$ cat src/rtl/switch_info_pkg.sv
// ~~~~~~~~~~~~~~~~~~~~
// Shared sizes, region code and PU command types
// for the switch-info lookup table.
// ~~~~~~~~~~~~~~~~~~~~

package switch_info_pkg;

	// Cluster size.
	localparam int NUM_PU  = 4;
	localparam int PU_ID_W = 2;    // Index of one PU.

	// Data and host bus widths.
	localparam int DATA_W = 32;    // Table word and host data.
	localparam int PIO_W  = 32;    // Host address bus.

	// Table geometry.
	localparam int FID_W   = 2;    // Flow id.
	localparam int ENTRY_W = 6;    // Word within one flow's block.
	localparam int DEPTH_W = FID_W + ENTRY_W;    // 256 words.

	// PU address layout.
	localparam int ADDR_W   = 16;
	localparam int REGION_W = 4;   // Top bits name the target region.

	localparam logic [REGION_W-1:0] REGION_SWITCH_INFO = 4'h5;

	// Reads in flight between grant and table ack.
	localparam int TAG_DEPTH = 2;

	// Decoded view of a PU address.
	typedef struct packed {
		logic [REGION_W-1:0]                region;  // Target memory region.
		logic [ADDR_W-REGION_W-ENTRY_W-1:0] rsvd;    // Not decoded here.
		logic [ENTRY_W-1:0]                 entry;   // Word within the flow block.
	} pu_addr_fields_t;

	// The same address word, raw or split into its fields.
	typedef union packed {
		logic [ADDR_W-1:0] raw;
		pu_addr_fields_t   fields;
	} pu_addr_u;

	// One PU command.
	typedef struct packed {
		logic [FID_W-1:0] fid;     // Flow id selects a 64-word block.
		pu_addr_u         addr;
	} io_cmd_t;

endpackage

$ cat src/rtl/tag_fifo.sv
// ~~~~~~~~~~~~~~~~~~~~
// In-order FIFO of PU ids for reads in flight.
// ~~~~~~~~~~~~~~~~~~~~

module tag_fifo #(
	parameter int DEPTH = switch_info_pkg::TAG_DEPTH    // Power of two.
) (
	input  logic                                clk,
	input  logic                                rst_n,

	input  logic                                push,
	input  logic [switch_info_pkg::PU_ID_W-1:0] din,

	input  logic                                pop,
	output logic [switch_info_pkg::PU_ID_W-1:0] head_id,
	output logic                                empty
);

	logic [switch_info_pkg::PU_ID_W-1:0] mem [DEPTH];

	logic [$clog2(DEPTH)-1:0] wr_ptr;
	logic [$clog2(DEPTH)-1:0] rd_ptr;
	logic [$clog2(DEPTH):0]   count;    // Entries held.
	logic                     do_pop;

	assign empty   = (count == '0);
	assign do_pop  = pop && !empty;    // Ignore a pop with nothing stored.
	assign head_id = mem[rd_ptr];      // Oldest entry, shown ahead of the pop.

	// Storage.
	always_ff @(posedge clk) begin
		if (push) begin
			mem[wr_ptr] <= din;
		end
	end

	// Pointers and count.
	always_ff @(posedge clk or negedge rst_n) begin
		if (!rst_n) begin
			wr_ptr <= '0;
			rd_ptr <= '0;
			count  <= '0;
		end else begin
			if (push) begin
				wr_ptr <= wr_ptr + 1'b1;
			end
			if (do_pop) begin
				rd_ptr <= rd_ptr + 1'b1;
			end
			case ({push, do_pop})
				2'b10:   count <= count + 1'b1;
				2'b01:   count <= count - 1'b1;
				default: count <= count;    // Idle, or push and pop together.
			endcase
		end
	end

endmodule

$ cat config.mk
export PLATFORM = sky130hd
export DESIGN_NAME = tag_fifo
export DESIGN_NICKNAME = d
export VERILOG_FILES = /design/src/rtl/switch_info_pkg.sv /design/src/rtl/tag_fifo.sv
export SDC_FILE = /design/constraint.sdc
export NUM_CORES = 1
export LEC_CHECK = 0
export BUFFER_PORTS_ARGS = -buffer_cell sky130_fd_sc_hd__buf_4
export CAP_MARGIN = 0
export CORE_AREA = 3 3 40 42
export DETAILED_ROUTE_END_ITERATION = 6
export DIE_AREA = 0 0 43 45
export GPL_TIMING_DRIVEN = 0
export MAX_ROUTING_LAYER = met4
export SLEW_MARGIN = 0
export SYNTH_ARGS = -nofsm -noshare
export SYNTH_HDL_FRONTEND = slang
export SYNTH_SLANG_ARGS = --single-unit
$ cat constraint.sdc
create_clock -name clk -period 1.2 [get_ports clk]
set_clock_uncertainty 0.1 [all_clocks]
set_input_delay 0.06 -clock clk [delete_from_list [all_inputs] [get_ports clk]]
set_output_delay 0.06 -clock clk [all_outputs]
set_load 0.01 [all_outputs]
# After elaboration in Yosys (flattened, before gate mapping)
# Memories as Yosys holds them, arrays and structs flattened.
# Index checks and enable logic that the tools add are counted.
[classes]
addsub = 4
eq_ne = 2
mux = 3
reduce_logical = 4
[ops]
columns = ["operator", "n"]
rows = [
  ["2-bit case mux with 2 select lines", 1],
  ["1-bit adder (second input constant)", 2],
  ["2-bit by 1-bit adder with 2-bit output (second input constant)", 1],
  ["2-bit by 1-bit == test with 1-bit output (second input constant)", 1],
  ["2-bit == test (second input constant)", 1],
  ["2-bit zero test", 1],
  ["1-bit 2-to-1 mux", 2],
  ["2-bit nonzero test", 1],
  ["2-bit by 1-bit subtractor with 2-bit output (second input constant)", 1],
  ["1-bit logical AND", 1],
  ["1-bit zero test", 1],
]
[totals]
reg_bits = 4
mem_bits_rw = 4
inputBits = 6
output_inout_bits = 3
mem_count = 1
[memory_table]
columns = ["name", "words", "width", "rd", "rd_clocked_by_memory_dff", "write_ports", "line_no", "rtl"]
rows = [
  ["mem", 2, 2, 1, 0, 1, "tag_fifo.sv:19", "logic [switch_info_pkg::PU_ID_W-1:0] mem [DEPTH];"],
]

# Logic depth before layout (Yosys ltp)
[logic_depth]
word_depth = 5
depth_mapped = 6

# Worst setup path after synthesis
# No wires, ideal clock.
[synth_timing]
path_type = "reg-to-reg"
from = "register count[0]"
to = "register count[1]"
t_arrival_ns = 1.284
required_time_ns = 1.021
slack_ns = -0.263
stages_incl_launch_ff = 6
path_buffers = 0
period_less_slack_ns = 1.463
path_cell_list = "dfrtp_1 -> nor2_1 -> nor2b_2 -> ha_1 -> nor2_1 -> xor2_1"
[synth_between]
elab_chain_len = 5
word_cells_on_any_way = 9
classes_between = "2 x add/sub; 2 x eq/ne; 1 x mux; 4 x reduce/logical"
[synth_rtl]
columns = ["item", "line_no", "rtl"]
rows = [
  ["start: declaration", "tag_fifo.sv:23", "logic [$clog2(DEPTH):0] count;"],
  ["start signal: assignment", "tag_fifo.sv:51", "2'b10: count <= count + 1'b1;"],
  ["start signal: assignment", "tag_fifo.sv:52", "2'b01: count <= count - 1'b1;"],
  ["start signal: assignment", "tag_fifo.sv:53", "default: count <= count;"],
  ["2-bit zero test (*)", "tag_fifo.sv:26", "assign empty = (count == '0);"],
  ["named net empty", "tag_fifo.sv:16", "output logic empty"],
  ["1-bit zero test (*)", "tag_fifo.sv:27", "assign do_pop = pop && !empty;"],
  ["1-bit logical AND (*)", "tag_fifo.sv:27", ""],
  ["named net do_pop", "tag_fifo.sv:24", "logic do_pop;"],
  ["2-bit by 1-bit == test with 1-bit output / 2-bit == test (equally long branches)", "tag_fifo.sv:50", "case ({push, do_pop})"],
  ["2-bit case mux with 2 select lines / 2-bit nonzero test (equally long branches)", "-", ""],
]
# The timed path passes the listed nets; every way through them passes the cells marked *.
# A chain may end at the register's enable or synchronous reset.

# Worst setup path in the final report
[layout_timing]
from = "register count[0]"
to = "register count[1]"
[layout_between]
elab_chain_len = 5
word_cells_on_any_way = 9
classes_between = "2 x add/sub; 2 x eq/ne; 1 x mux; 4 x reduce/logical"
[layout_rtl]
columns = ["item", "line_no"]
rows = [
  ["2-bit zero test (*)", "tag_fifo.sv:26"],
  ["1-bit zero test (*)", "tag_fifo.sv:27"],
  ["1-bit logical AND (*)", "tag_fifo.sv:27"],
  ["named net do_pop", "tag_fifo.sv:24"],
  ["2-bit by 1-bit == test with 1-bit output / 2-bit == test (equally long branches)", "tag_fifo.sv:50"],
  ["2-bit case mux with 2 select lines / 2-bit nonzero test (equally long branches)", "-"],
]
# Marks and branches as above.

==> run metrics <==
outcome=complete, but fails checks; failing checks=setup timing; FF-to-FF Start=count[0]; IO Count=9; DP HPWL=524 um; top_reg_cell synth=edfxtp_1; Syn Area/Cell=~15 um^2; CTS Buf Count=3; mapped cell area=around 330 um^2; shortest period the worst path allows=~1.3 ns; Final Cycle Share=1.10; cell count after synthesis=22; Most Crowded Layer GR=met2; total number of vias=238; final worst-path setup slack=-0.124 ns; post-synthesis async set-or-reset flop share=0.500; worst hold margin=0.0340 ns; ANT nets after route=0; Lkg Pwr=0.251 nW; initial antenna violation count=0; Die Wd=about 43 um; input/output buffers=8; DRT iter0 DRCs=3; VDD IR max=between 900 and 1000 uV; diode count=0; Final Slew Violations=0; htree depth=1; Wirelength per Cell=around 12 um; vias in the first global route=approximately 270; Yosys reg bits=8; setup TNS=-0.272 ns; post-synthesis sequential area ratio=0.669; Max-slew headroom=0.880; post-synth top area share=0.365; Layout area overhead=70.7%; Core Area=between 1000 and 1500 um^2; Setup crit start=count[0]; actual slew at the worst max-slew pin=0.180 ns; YS warnings=0; Root Buffer=clkbuf_4; FMAX=approximately 760 MHz; design area=about 560 um^2; Initial Util=0.256; met1 GRT Util=0.0945; pwr dens=2280 nW/um^2; Setup crit end kind=flop; fin util=0.437; largest area contributor in the netlist=edfxtp_1; Hold Path Class=input pin to asynchronous set/reset pin; final WL=between 700 and 800 um; RSZ-0062 raised after global routing=yes; crit path launch type=flop; post-DR vias/cell=4.10; layout cell share with drive strength beyond 1=0.535; Critical Path AT=between 1 and 1.5 ns; Synth area leaders=edfxtp_1, dfrtp_1, xor2_1; Post-Syn Nets=29; clock network latency to the later pin of the worst-skew pair=about 0.25 ns; # setup viols final=3; GR Layer Usage met3=0.0359; first-pass GRT wire length=about 1200 um; DRC errors left=0; FP Rows=13; Post-synth EDFFs=4; clock slew at reported path FFs=about 0.060 ns; max_cap viols=0; CTS Buffer Depth=2; gr usage total=0.0928; Crit Path Max Fanout=2; DP Worst Slack=-0.173 ns; TritonCTS Sinks=8; required time worst endpoint=between 1 and 1.5 ns; post-synth cell types=10; CTS tree=yes; Placed Area=around 430 um^2; Final Hold Viols=0; DIE HEIGHT=between 40 and 50 um; drt pass-1 iters=2; most instantiated cells after synthesis=dfrtp_1, edfxtp_1, nor2_1, xor2_1; placer congestion estimate=roughly 0.69; maximum number of pins on one net before global-route repair=6; nets@finish=51; met2 usage in global routing=0.162; total grt overflow=0; DIE AREA=just under 2000 um^2; Worst Path Class, Setup=flop to flop
sequential cells by signal, indices dropped and copies added, names as in the netlist:
signal / cells
count: 2
wr_ptr: 1
mem: 4
rd_ptr: 1
where the power goes:
group	total, W	internal (W)	leakage, nW	switching [W]
clock	0.000220	0.000127	0.0150	0.0000928
sequential	0.000480	0.000394	0.0842	0.0000854
combinational	0.000579	0.000366	0.152	0.000213
total	0.00128	0.000888	0.251	0.000391
routing by layer:
layer	routed length (um)	part of all wire
met5	0	0
met4	0	0
met3	61	0.084
met2	364	0.50
met1	298	0.41
cell usage in the layout, fill, tap and decap left out:
cell type / n
ha_4: 1
mux2_4: 2
buf_6: 2
clkbuf_1: 1
nor2b_4: 1
xnor2_2: 1
nor2_2: 1
inv_1: 1
xnor2_1: 1
buf_4: 11
nor2_4: 1
nor2_1: 1
xor2_1: 3
edfxtp_1: 4
dfrtp_1: 4
dlygate4sd3_1: 4
and2_1: 1
clkbuf_4: 3
final timing paths:
path / end / cells past startpoint / slack [ns]
worst max-delay path: count[1] / 6 / -0.12
worst min-delay path: rd_ptr / 2 / 0.03
worst max register to register: count[1] / 6 / -0.12
worst min register to register: wr_ptr / 1 / 0.38
max in group asynchronous: count[1] / 2 / 0.86
min in group clk: mem[1][1] / 2 / 0.09
per-stage QoR:
step	instances	power [W]
after global routing	58	0.00136
final	58	0.00128
after global placement	45	0.000817
after detailed placement	45	0.000851
after CTS	57	0.00127
after floorplan	22	0.000712
repair_timing:
action	4_1_cts	5_1_grt
endpoints found under the hold margin	9	0
gates resized for setup	6	1
hold buffers	4	0
setup buffers	4	1
setup endpoints to repair	4	5
pin swaps	3	1
area by class of cell:
| type | count | area, um^2 |
|---|---|---|
| flip-flops and latches | 8 | 220 |
| well taps | 15 | 18.8 |
| fillers | 130 | 723 |
| inverters | 1 | 3.75 |
| clock buffers | 4 | 26.3 |
| repair buffers | 17 | 145 |
| multi-input cells | 13 | 148 |
worst max-delay path, stage by stage (launching register included):
cell and delay [ns]:
dfrtp_1 0.41, nor2_4 0.15, nor2b_4 0.06, ha_4 0.16, xnor2_2 0.14, nor2_2 0.05, xor2_1 0.15
kinds of logic (layout without fill, tap and decap cells):
| logic type | Yosys count | after routing | share of synthesized area |
|---|---|---|---|
| DFF | 8 | 8 | 0.669 |
| xor gates and xnor gates | 5 | 5 | 0.133 |
| muxes | 2 | 2 | 0.0684 |
| buffers and inverters | 1 | 22 | 0.0114 |
| adders and majority gates | 1 | 1 | 0.0380 |
| and+or+nand+nor | 5 | 5 | 0.0799 |
Power figures use the tool's default switching activity.
