### config.mk
export PLATFORM = sky130hd
export DESIGN_NAME = rr_arbiter
export DESIGN_NICKNAME = d
export VERILOG_FILES = /design/src/rtl/switch_info_pkg.sv /design/src/rtl/rr_arbiter.sv
export SDC_FILE = /design/constraint.sdc
export NUM_CORES = 1
export LEC_CHECK = 0
export BUFFER_PORTS_ARGS = -buffer_cell sky130_fd_sc_hd__buf_2
export CELL_PAD_IN_SITES_DETAIL_PLACEMENT = 2
export CELL_PAD_IN_SITES_GLOBAL_PLACEMENT = 2
export CORE_UTILIZATION = 24
export DETAILED_ROUTE_END_ITERATION = 16
export GPL_TIMING_DRIVEN = 0
export PLACE_DENSITY_LB_ADDON = 0.1
export SLEW_MARGIN = 20
export SYNTH_ARGS = -nofsm -noshare
export SYNTH_HDL_FRONTEND = slang
export SYNTH_SLANG_ARGS = --single-unit
### constraint.sdc
create_clock -name clk -period 2.2 [get_ports clk]
set_clock_uncertainty 0.05 [all_clocks]
set_input_delay 0.22 -clock clk [delete_from_list [all_inputs] [get_ports clk]]
set_output_delay 0.22 -clock clk [all_outputs]
set_load 0.02 [all_outputs]
### src/rtl/switch_info_pkg.sv
// ~~~~~~~~~~~~~~~~~~~~
// Shared sizes, region code and PU command types
// for the switch-info lookup table.
// ~~~~~~~~~~~~~~~~~~~~

package switch_info_pkg;

	// Cluster size.
	localparam int NUM_PU  = 4;
	localparam int PU_ID_W = 2;    // Index of one PU.

	// Data and host bus widths.
	localparam int DATA_W = 32;    // Table word and host data.
	localparam int PIO_W  = 32;    // Host address bus.

	// Table geometry.
	localparam int FID_W   = 2;    // Flow id.
	localparam int ENTRY_W = 6;    // Word within one flow's block.
	localparam int DEPTH_W = FID_W + ENTRY_W;    // 256 words.

	// PU address layout.
	localparam int ADDR_W   = 16;
	localparam int REGION_W = 4;   // Top bits name the target region.

	localparam logic [REGION_W-1:0] REGION_SWITCH_INFO = 4'h5;

	// Reads in flight between grant and table ack.
	localparam int TAG_DEPTH = 2;

	// Decoded view of a PU address.
	typedef struct packed {
		logic [REGION_W-1:0]                region;  // Target memory region.
		logic [ADDR_W-REGION_W-ENTRY_W-1:0] rsvd;    // Not decoded here.
		logic [ENTRY_W-1:0]                 entry;   // Word within the flow block.
	} pu_addr_fields_t;

	// The same address word, raw or split into its fields.
	typedef union packed {
		logic [ADDR_W-1:0] raw;
		pu_addr_fields_t   fields;
	} pu_addr_u;

	// One PU command.
	typedef struct packed {
		logic [FID_W-1:0] fid;     // Flow id selects a 64-word block.
		pu_addr_u         addr;
	} io_cmd_t;

endpackage

### src/rtl/rr_arbiter.sv
// ~~~~~~~~~~~~~~~~~~~~
// Round-robin arbiter, one grant per cycle.
// ~~~~~~~~~~~~~~~~~~~~

module rr_arbiter (
	input  logic                                clk,
	input  logic                                rst_n,

	input  logic [switch_info_pkg::NUM_PU-1:0]  req,

	output logic                                gnt,
	output logic [switch_info_pkg::PU_ID_W-1:0] sel,
	output logic [switch_info_pkg::NUM_PU-1:0]  ack
);

	logic [switch_info_pkg::PU_ID_W-1:0] ptr;    // First PU to look at.

	// Search starts at the pointer and wraps around the cluster.
	always_comb begin : pick
		logic [switch_info_pkg::PU_ID_W:0]   k;
		logic [switch_info_pkg::PU_ID_W-1:0] cand;
		logic                                found;

		found = 1'b0;
		sel   = ptr;
		for (k = '0; k < switch_info_pkg::NUM_PU; k = k + 1'b1) begin
			cand = ptr + k[switch_info_pkg::PU_ID_W-1:0];    // Wraps naturally.
			if (!found && req[cand]) begin
				found = 1'b1;
				sel   = cand;
			end
		end
		gnt = found;
	end

	// One-hot form of the grant.
	always_comb begin
		ack      = '0;
		ack[sel] = gnt;
	end

	// Pointer moves just past the winner.
	always_ff @(posedge clk or negedge rst_n) begin
		if (!rst_n) begin
			ptr <= '0;
		end else if (gnt) begin
			ptr <= sel + {{(switch_info_pkg::PU_ID_W-1){1'b0}}, 1'b1};
		end
	end

endmodule

Word level (Yosys, flattened, before mapping)
Index checks and enable logic that the tools add are counted.
{"block": "classes", "add_sub_neg": 4, "n_lt_le_gt_ge": 6, "n_mux": 17, "bitwise_logic": 1, "reduce_logical": 7}
{"op": "$lt 2x3->1 const B", "n": 5}
{"op": "$mux 1", "n": 9}
{"op": "$bmux 1 s2", "n": 4}
{"op": "$mux 2", "n": 3}
{"op": "$add 2x1->2 const B", "n": 2}
{"op": "$add 2x2->2 const B", "n": 2}
{"op": "$and 4x4->4", "n": 1}
{"op": "$logic_and 1x1->1", "n": 4}
{"op": "$logic_not 1->1", "n": 3}
{"op": "$demux 1 s2", "n": 1}
{"op": "$ge 2x1->1 const B", "n": 1}
{"block": "word_totals", "regBits": 2, "in_bits": 6, "out_inout_bits": 7, "word_cells": 36}

Longest topological paths before layout
Gate-level depths: netlist of run 1.
{"block": "logic_depth", "word_depth": 17, "mapped_depth": 6, "ltp_nobuf": 5}

Worst setup path after synthesis of run 1
Ideal clock, no wire load.
{"block": "synth_path", "kind": "flip-flop to flip-flop", "from": "register ptr[1] (netlist bit)", "to": "register ptr[1] (netlist bit)", "arrival_time_ps": 1957, "t_required_ps": 2025, "setup_slack_ps": 68, "path_stages_with_launch": 7, "synth_period_minus_slack_ps": 2132, "path_cell_list": "dfrtp_1 buf_2 nand3b_1 o31ai_1 o31ai_1 ha_1 mux2_4"}
{"block": "synth_via", "elab_chain_len": 13}
{"element": "start, declared", "line": "rr_arbiter.sv:16", "rtl": "logic [switch_info_pkg::PU_ID_W-1:0] ptr;"}
{"element": "start signal, assigned", "line": "rr_arbiter.sv:47", "rtl": "ptr <= sel + {{(switch_info_pkg::PU_ID_W-1){1'b0}}, 1'b1};"}
{"element": "branches (longest 11 deep; another with $add 2x1->2)"}
{"element": "$mux 2 *", "line": "rr_arbiter.sv:28", "rtl": "if (!found && req[cand]) begin"}
{"element": "via sel (one bit)", "line": "rr_arbiter.sv:12", "rtl": "output logic [switch_info_pkg::PU_ID_W-1:0] sel,"}
{"element": "$add 2x1->2 *", "line": "rr_arbiter.sv:47"}
Mark *: on every way through the listed nets, which the timed path passes. The select of a mux whose other input is x is not followed.
A chain may end at the register's enable or synchronous reset.

Worst setup path after layout of run 1
{"block": "layout_path", "from": "register ptr[1] (netlist bit)", "to": "output ack[2] (netlist bit)"}
{"block": "layout_via", "elab_chain_len": 17}
{"element": "branches (longest 16 deep; another with $lt 2x3->1)"}
{"element": "$and 4x4->4 (no line) *"}
{"element": "end, declared", "line": "rr_arbiter.sv:13", "rtl": "output logic [switch_info_pkg::NUM_PU-1:0] ack"}
Every way passes the cells marked *. The select of a mux whose other input is x is not followed.

==> results of run 1 <==
## where the power goes
group	leakage, uW	switching (uW)	total (uW)	internal [uW]
combinational	0.000169	203	355	152
clock	0.0000138	24.7	85.1	60.4
sequential	0.0000234	19.1	75.7	56.5
## Yosys cell counts (2+ instances only)
cell type	n	share of area [%]
o31ai_1	2	4.8
a21oi_1	2	3.2
dfrtp_1	2	16
o221ai_1	2	5.6
and2b_2	4	11
ha_1	4	16
nor2b_1	3	6.0
o21ai_0	2	3.2
inv_1	3	3.6
## timing repair
action	in CTS	in global routing
buffers inserted	0	0
resized for setup	0	1
hold endpoints to repair	2	0
hold buffers	1	0
setup endpoints to repair	0	2
## layout make-up
type | count | area [sq um] | share of cell area (%)
multi-input combinational | 28 | 250 | 58.7
buffer | 1 | 5.00 | 1.17
timing repair buffer | 13 | 70.1 | 16.4
inverter | 3 | 11.3 | 2.64
sequential | 2 | 50.0 | 11.7
tap | 14 | 17.5 | 4.11
clock buffer | 3 | 22.5 | 5.28
## routing by layer
layer	GRT usage [%]	up-vias	routed length, um
met5	0	-	0
met4	21.4	0	55
met3	2.33	4	18
met2	23.7	7	510
met1	17.5	154	412
li1	-	157	-
## kinds of logic after synthesis
family                     after synthesis  synth area share [%]
AOI/OAI and AO/OA                       11                  25.7
adders and majority gates                4                  16.1
buffers and inverters                    4                  5.22
DFF                                      2                  16.1
muxes                                    2                  8.03
and+or+nand+nor                         11                  28.9
## stage by stage
step	area (sq um)	instances	setup TNS, ns
CTS	422	64	0
global placement	389	60	0
finish	427	64	0
global route	427	64	-0.0290
floorplan	312	34	0
detailed placement	389	60	0
## path summary, 6_finish.rpt
check	startpoint	endpoint	slack [ns]	depth (start not counted)
worst min-delay path	rst_n	ptr[1]	0.25	2
max in group asynchronous	rst_n	ptr[0]	1.75	2
worst min register to register	ptr[0]	ptr[0]	0.60	1
min in group clk	req[1]	ptr[0]	0.31	2
worst max register to register	ptr[1]	ptr[1]	0.43	5
worst max-delay path	ptr[1]	ack[2]	0.11	6
==> reports/summary.md, run 1 <==
The run finished with clean final reports. The initial antenna violation count is 0, and the worst supply voltage drop on vdd is 411 uV. The critical path contains buffers and inverters numbering 2 combined.

The logs give 308 for the via count of the first global-routing pass and 996 um for the wire length reported by the detailed router. The floorplan step set the die height to 38.0 um. Power density over cell area: 1210 mW/mm^2. Of the synthesized area, sequential elements account for 16.1%.

The run gives 2 as the maximum buffer depth of the clock tree. Per-cell via count in the routed design: 5.03. Cell at the slowest stage of the critical path: o31ai_1. The effective utilization at floorplan is 26.9%. The worst path meets setup with 0.112 ns of slack.

For the max-slew headroom at the worst pin, the log shows 70.6%. Counting flops with a built-in enable in the synthesized netlist gives 0. The congestion estimate from routability-driven global placement came to 0.712. The first global-routing pass estimated 1440 um of wire. The clock-pin slew of the registers on the worst-case setup and hold paths is 0.03 ns. For this design the top-level I/O count stands at 13.

For the number of antenna diodes, the log shows 0. The area growth from synthesis to final layout came out at 36.9%. TritonCTS built the clock tree. Capturing element type of the critical path: an output pin.

In this run the standard cell core region covers 0.00116 sq mm. Global routing consumed, over all layers together, 16.2% of the routing resources. The synthesized netlist contains 19 unique library cells.

The largest registers in the layout are ptr x2. Number of warning messages in the yosys log: 0. STA classifies the critical path startpoint as a flip-flop. Subtracting the final worst setup slack from the clock period gives 2.09 ns. The count of max-cap constraint violations was 0. After detailed routing, the average wire length per cell comes to 15.6 um. The run gives 1 as the number of H-tree branching levels. Post-synthesis area per instance: 9.16 sq um. The total of fill cells in the finished design was 130. The hold violation total from the final report was 0. The layout cell share with drive strength beyond 1 works out to 48.0%.

Worst min-delay path category: in2async. Entering global routing, the biggest net connects 9 pins. For the post-synth net total, the log shows 44.

After legalization and detailed placement, the total HPWL measured 734 um. The run gives 1.82 ns as the endpoint arrival time on the critical path. In the routed design, unresolved DRC markers number 0. Derived from the worst setup path, the maximum achievable clock frequency is 479 MHz. The worst setup path is of the reg2out kind. The power consumption was 516 uW.

The first routing iteration left 4 violations. Prior to clock tree synthesis, the placed netlist has a worst setup slack of 0.339 ns. The net count of the finished layout came out at 62.

The category of cells accounting for the largest share of critical-path delay was compound AO/OA/AOI/OAI gates. The required time of the critical path was 1.93 ns. CTS root buffer: clkbuf_4. Summing every instance area after synthesis gives 312 sq um.

The register with the most flip-flops in the layout has 2 of them. After layout, the worst path uses 94.9% of the clock period. The signal on the critical path passes through buf_2 -> o31ai_1 -> o31ai_2 -> ha_1 -> and2b_2 -> buf_2. The floorplan die width is 38.0 um. After synthesis the netlist holds a flip-flop and latch count of 2. Final core utilization: 36.9%.

The run gives 3 as the number of buffers created by CTS. In the synthesized netlist the dominant register cell turns out to be dfrtp_1. The cell count after synthesis came out at 34. The area of the die is 0.00145 sq mm. Clock network latency to the later pin of the worst-skew pair: 0.23 ns.

The library cells used most frequently in the layout, excluding fill and tap cells, are buf_2 (13), and2b_2 (4), ha_1 (4). The library cell used most frequently in the layout, excluding fill and tap cells, is buf_2. In the synthesized netlist the async set-or-reset flop fraction comes to 100%.

Total of buffers placed on input and output ports: 12. On the final layout, the worst hold slack is 0.254 ns. The number of pins with negative max-slew slack in the final report is 0.

In this run the worst path has a maximum fanout of 8. Detailed routing inserted a total of 322 vias. On the worst path, the slowest cell contributes a delay of 0.39 ns. Global routing finished with a remaining overflow of 0. For the number of iterations in the first detailed-routing pass, the log shows 3. The logs give 0 for the final number of setup-violating endpoints and 2 for the sink count of the clock tree.

Counting stages on the worst path, the most repeated cell is buf_2. In this run the core area contains 12 standard-cell rows. The run gives 0.000206 uW as the total leakage power.

ptr holds more flip-flops than any other register. The slew at the pin closest to its max-slew limit was 0.438 ns; the residual antenna-violating net count after detailed routing was 0.
Power figures use the tool's default switching activity.
==> run 2: changes to the inputs <==
Settings changed: CELL_PAD_IN_SITES_DETAIL_PLACEMENT 2 to 0.
==> run 2 against run 1 <==
Die area stayed put; combinational power shrank 1%; design area unchanged; critical path depth rose by 1; flip-flop and latch count unchanged; cell count stayed put; via count is 0.93% lower; power fell by 1.1%; hold slack gained 0.0018 ns.
==> reports/summary.md, run 2 (same netlist as run 1, synthesis figures left out) <==
The global-route wire length before repair was 1380 um; the max-slew headroom at the worst pin was 73.7%. The all-layer global routing usage was 14.8%. The sequential cells in the finished layout cover a total of 50.0 sq um. The post-CTS setup-driven buffer insertion count was 0.

The detailed router's first-iteration violation count was 10. The flip-flop count of the largest register, all copies and words added was 2; the net count of the finished layout was 62. The slack of the worst reg-to-reg path came out at 0.48 ns. The cell at the slowest stage of the critical path is dfrtp_1. Counting the buffers created by CTS gives 3. More flip-flops sit in one register than any other, and that register is ptr. 13 I/O pins were placed. The slew at the pin closest to its max-slew limit was 0.391 ns; the per-cell via count in the routed design was 4.98. The initialized floorplan defines 12 standard-cell rows. Summing all placed instances gives a cell area of 389 sq um.

For this run, design rule violations remaining after detail routing come to 0. TritonCTS built the clock tree. The tools report the capturing element type of the critical path as an output pin. For the pin count of the biggest net entering global routing, the log shows 9. For the cell-internal power, the log shows 270 uW. The tools report the combinational cell fraction of total power as 68.8%. Max-cap violations in this run came to 0. The later pin in the worst-skew pair is clocked with a latency of 0.23 ns. The critical path is of the reg2out type. The library cells used most frequently in the layout, excluding fill and tap cells, are buf_2 (13), and2b_2 (4), ha_1 (4).

Once detail routing completed, the nets flagged for antenna violations numbered 0. The analysis attributes to cell leakage a power of 0.000206 uW. The number of H-tree branching levels is 1. Most common cell after layout, fill and taps aside: buf_2.

The design area was 427 sq um; the largest fanout on the critical path was 8. 0 antenna diodes ended up in the layout. The run gives 0 as the number of pins with negative max-slew slack in the final report. The run finished with clean final reports. For this run, the top clock speed supported by timing is 492 MHz.

The multi-input combinational cells in the finished layout cover a total of 250 sq um. The detailed placer's ending HPWL was 608 um; the overflow left after global routing was 0. The die covers 0.00145 sq mm. The clock-pin slew of the registers on the worst-case setup and hold paths was 0.03 ns; the maximum buffer depth of the clock tree was 2.

Data on the critical path arrives at its endpoint at 1.76 ns. The routed layout has 319 vias. The power density over cell area was 1200 mW/mm^2; the longest individual stage delay on the worst path was 0.34 ns.

The effective utilization at floorplan was 26.9%; the final worst slack was 0.167 ns. Setup violations remaining at the end of the flow were counted as 0. Summed over all failing endpoints, the final setup total negative slack is 0 ns. The tools report the type of element launching the critical path as a flip-flop. The worst min-delay path category was in2async.

The cell sitting at the root of the clock tree is a clkbuf_4. Setup repair after global routing left no endpoint under its margin. Initial antenna violation count: 0. The largest registers in the layout are ptr x2. The floorplan die width works out to 38.0 um. Of the cells placed in the final design, the portion with a size suffix greater than 1 is 48.0%. Switching power of the nets: 240 uW. The sequential share of power is 14.9%.

The hold violation total from the final report is 0. The wire length per cell after detailed routing was 12.9 um. The first TritonRoute pass finished after 4 iterations.

The critical path's most frequent cell is buf_2. The number of buffers and inverters on the critical path is 2. The final critical path takes up 92.4% of the cycle. Of the total power, the clock network draws 16.3%. The signal on the critical path passes through buf_2 -> nand3b_1 -> o31ai_1 -> o31a_1 -> ha_1 -> and2b_2 -> buf_2.

The via count of the first global-routing pass is 346. The critical register-to-register path startpoint is ptr[1]. The core region is 0.00116 sq mm.

In this run switching power makes up 47.1% of total power. The area growth from synthesis to final layout came out at 36.9%. The total of buffers placed on input and output ports was 12. The congestion estimate from routability-driven global placement came to 0.712. Wire length reported by the detailed router: 825 um.

After filler insertion, the fill cell instance count of the layout stands at 114. The worst setup timing slack at the placement stage was 0.389 ns; the minimum clock period after layout was 2.03 ns. For the sink count of the clock tree, the log shows 2. The die boundary height works out to 38.0 um. The kind of cell with the highest combined delay along the critical path is compound AO/OA/AOI/OAI gates. STA puts the critical path data required time at 1.93 ns. The most critical setup path has its startpoint at ptr[1]. The tools report the worst supply voltage drop on vdd as 309 uV.
run 2: through the flow:
step,std cells,hold WS (ns),utilization [%],power (uW)
2_1_floorplan,34,-0.126,-,325
3_3_place_gp,60,-0.0459,33.7,413
3_5_place_dp,60,-0.0386,33.7,423
4_1_cts,64,0.263,36.5,511
5_1_grt,64,0.267,36.9,560
6_report,64,0.256,36.9,510
run 2: path summary, 6_finish.rpt:
path,end,depth (start not counted)
min in group clk,ptr[0],2
max in group asynchronous,ptr[1],2
hold / removal,ptr[0],2
setup / recovery,ack[0],7
setup reg to reg,ptr[1],5
hold reg to reg,ptr[1],2
run 2: power groups by stage:
stage          Clock [uW]  Combinational, uW  Sequential [uW]
2_1_floorplan           0                255             69.1
3_3_place_gp            0                338             75.3
3_5_place_dp            0                348             75.2
4_1_cts              84.6                352             74.7
5_1_grt              89.3                391             79.7
6_report             83.2                351             76.0
run 2: cell type report:
class	instances	area share, %
Multi-Input combinational cell	28	58.7
Timing Repair Buffer	13	16.4
Sequential cell	2	11.7
Clock buffer	3	5.28
Tap cell	14	4.11
Inverter	3	2.64
Buffer	1	1.17
run 2: repair_timing:
item / CTS / global route
hold buffers: 1 / 0
endpoints found under the setup margin: 0 / 2
resized for setup: 0 / 1
hold endpoints to repair: 2 / 0
run 2: routing by layer:
layer	GRT usage [%]	wire length (um)
met1	16.2	353
met4	16.1	10
met5	0	0
met3	1.74	17
met2	23.3	444
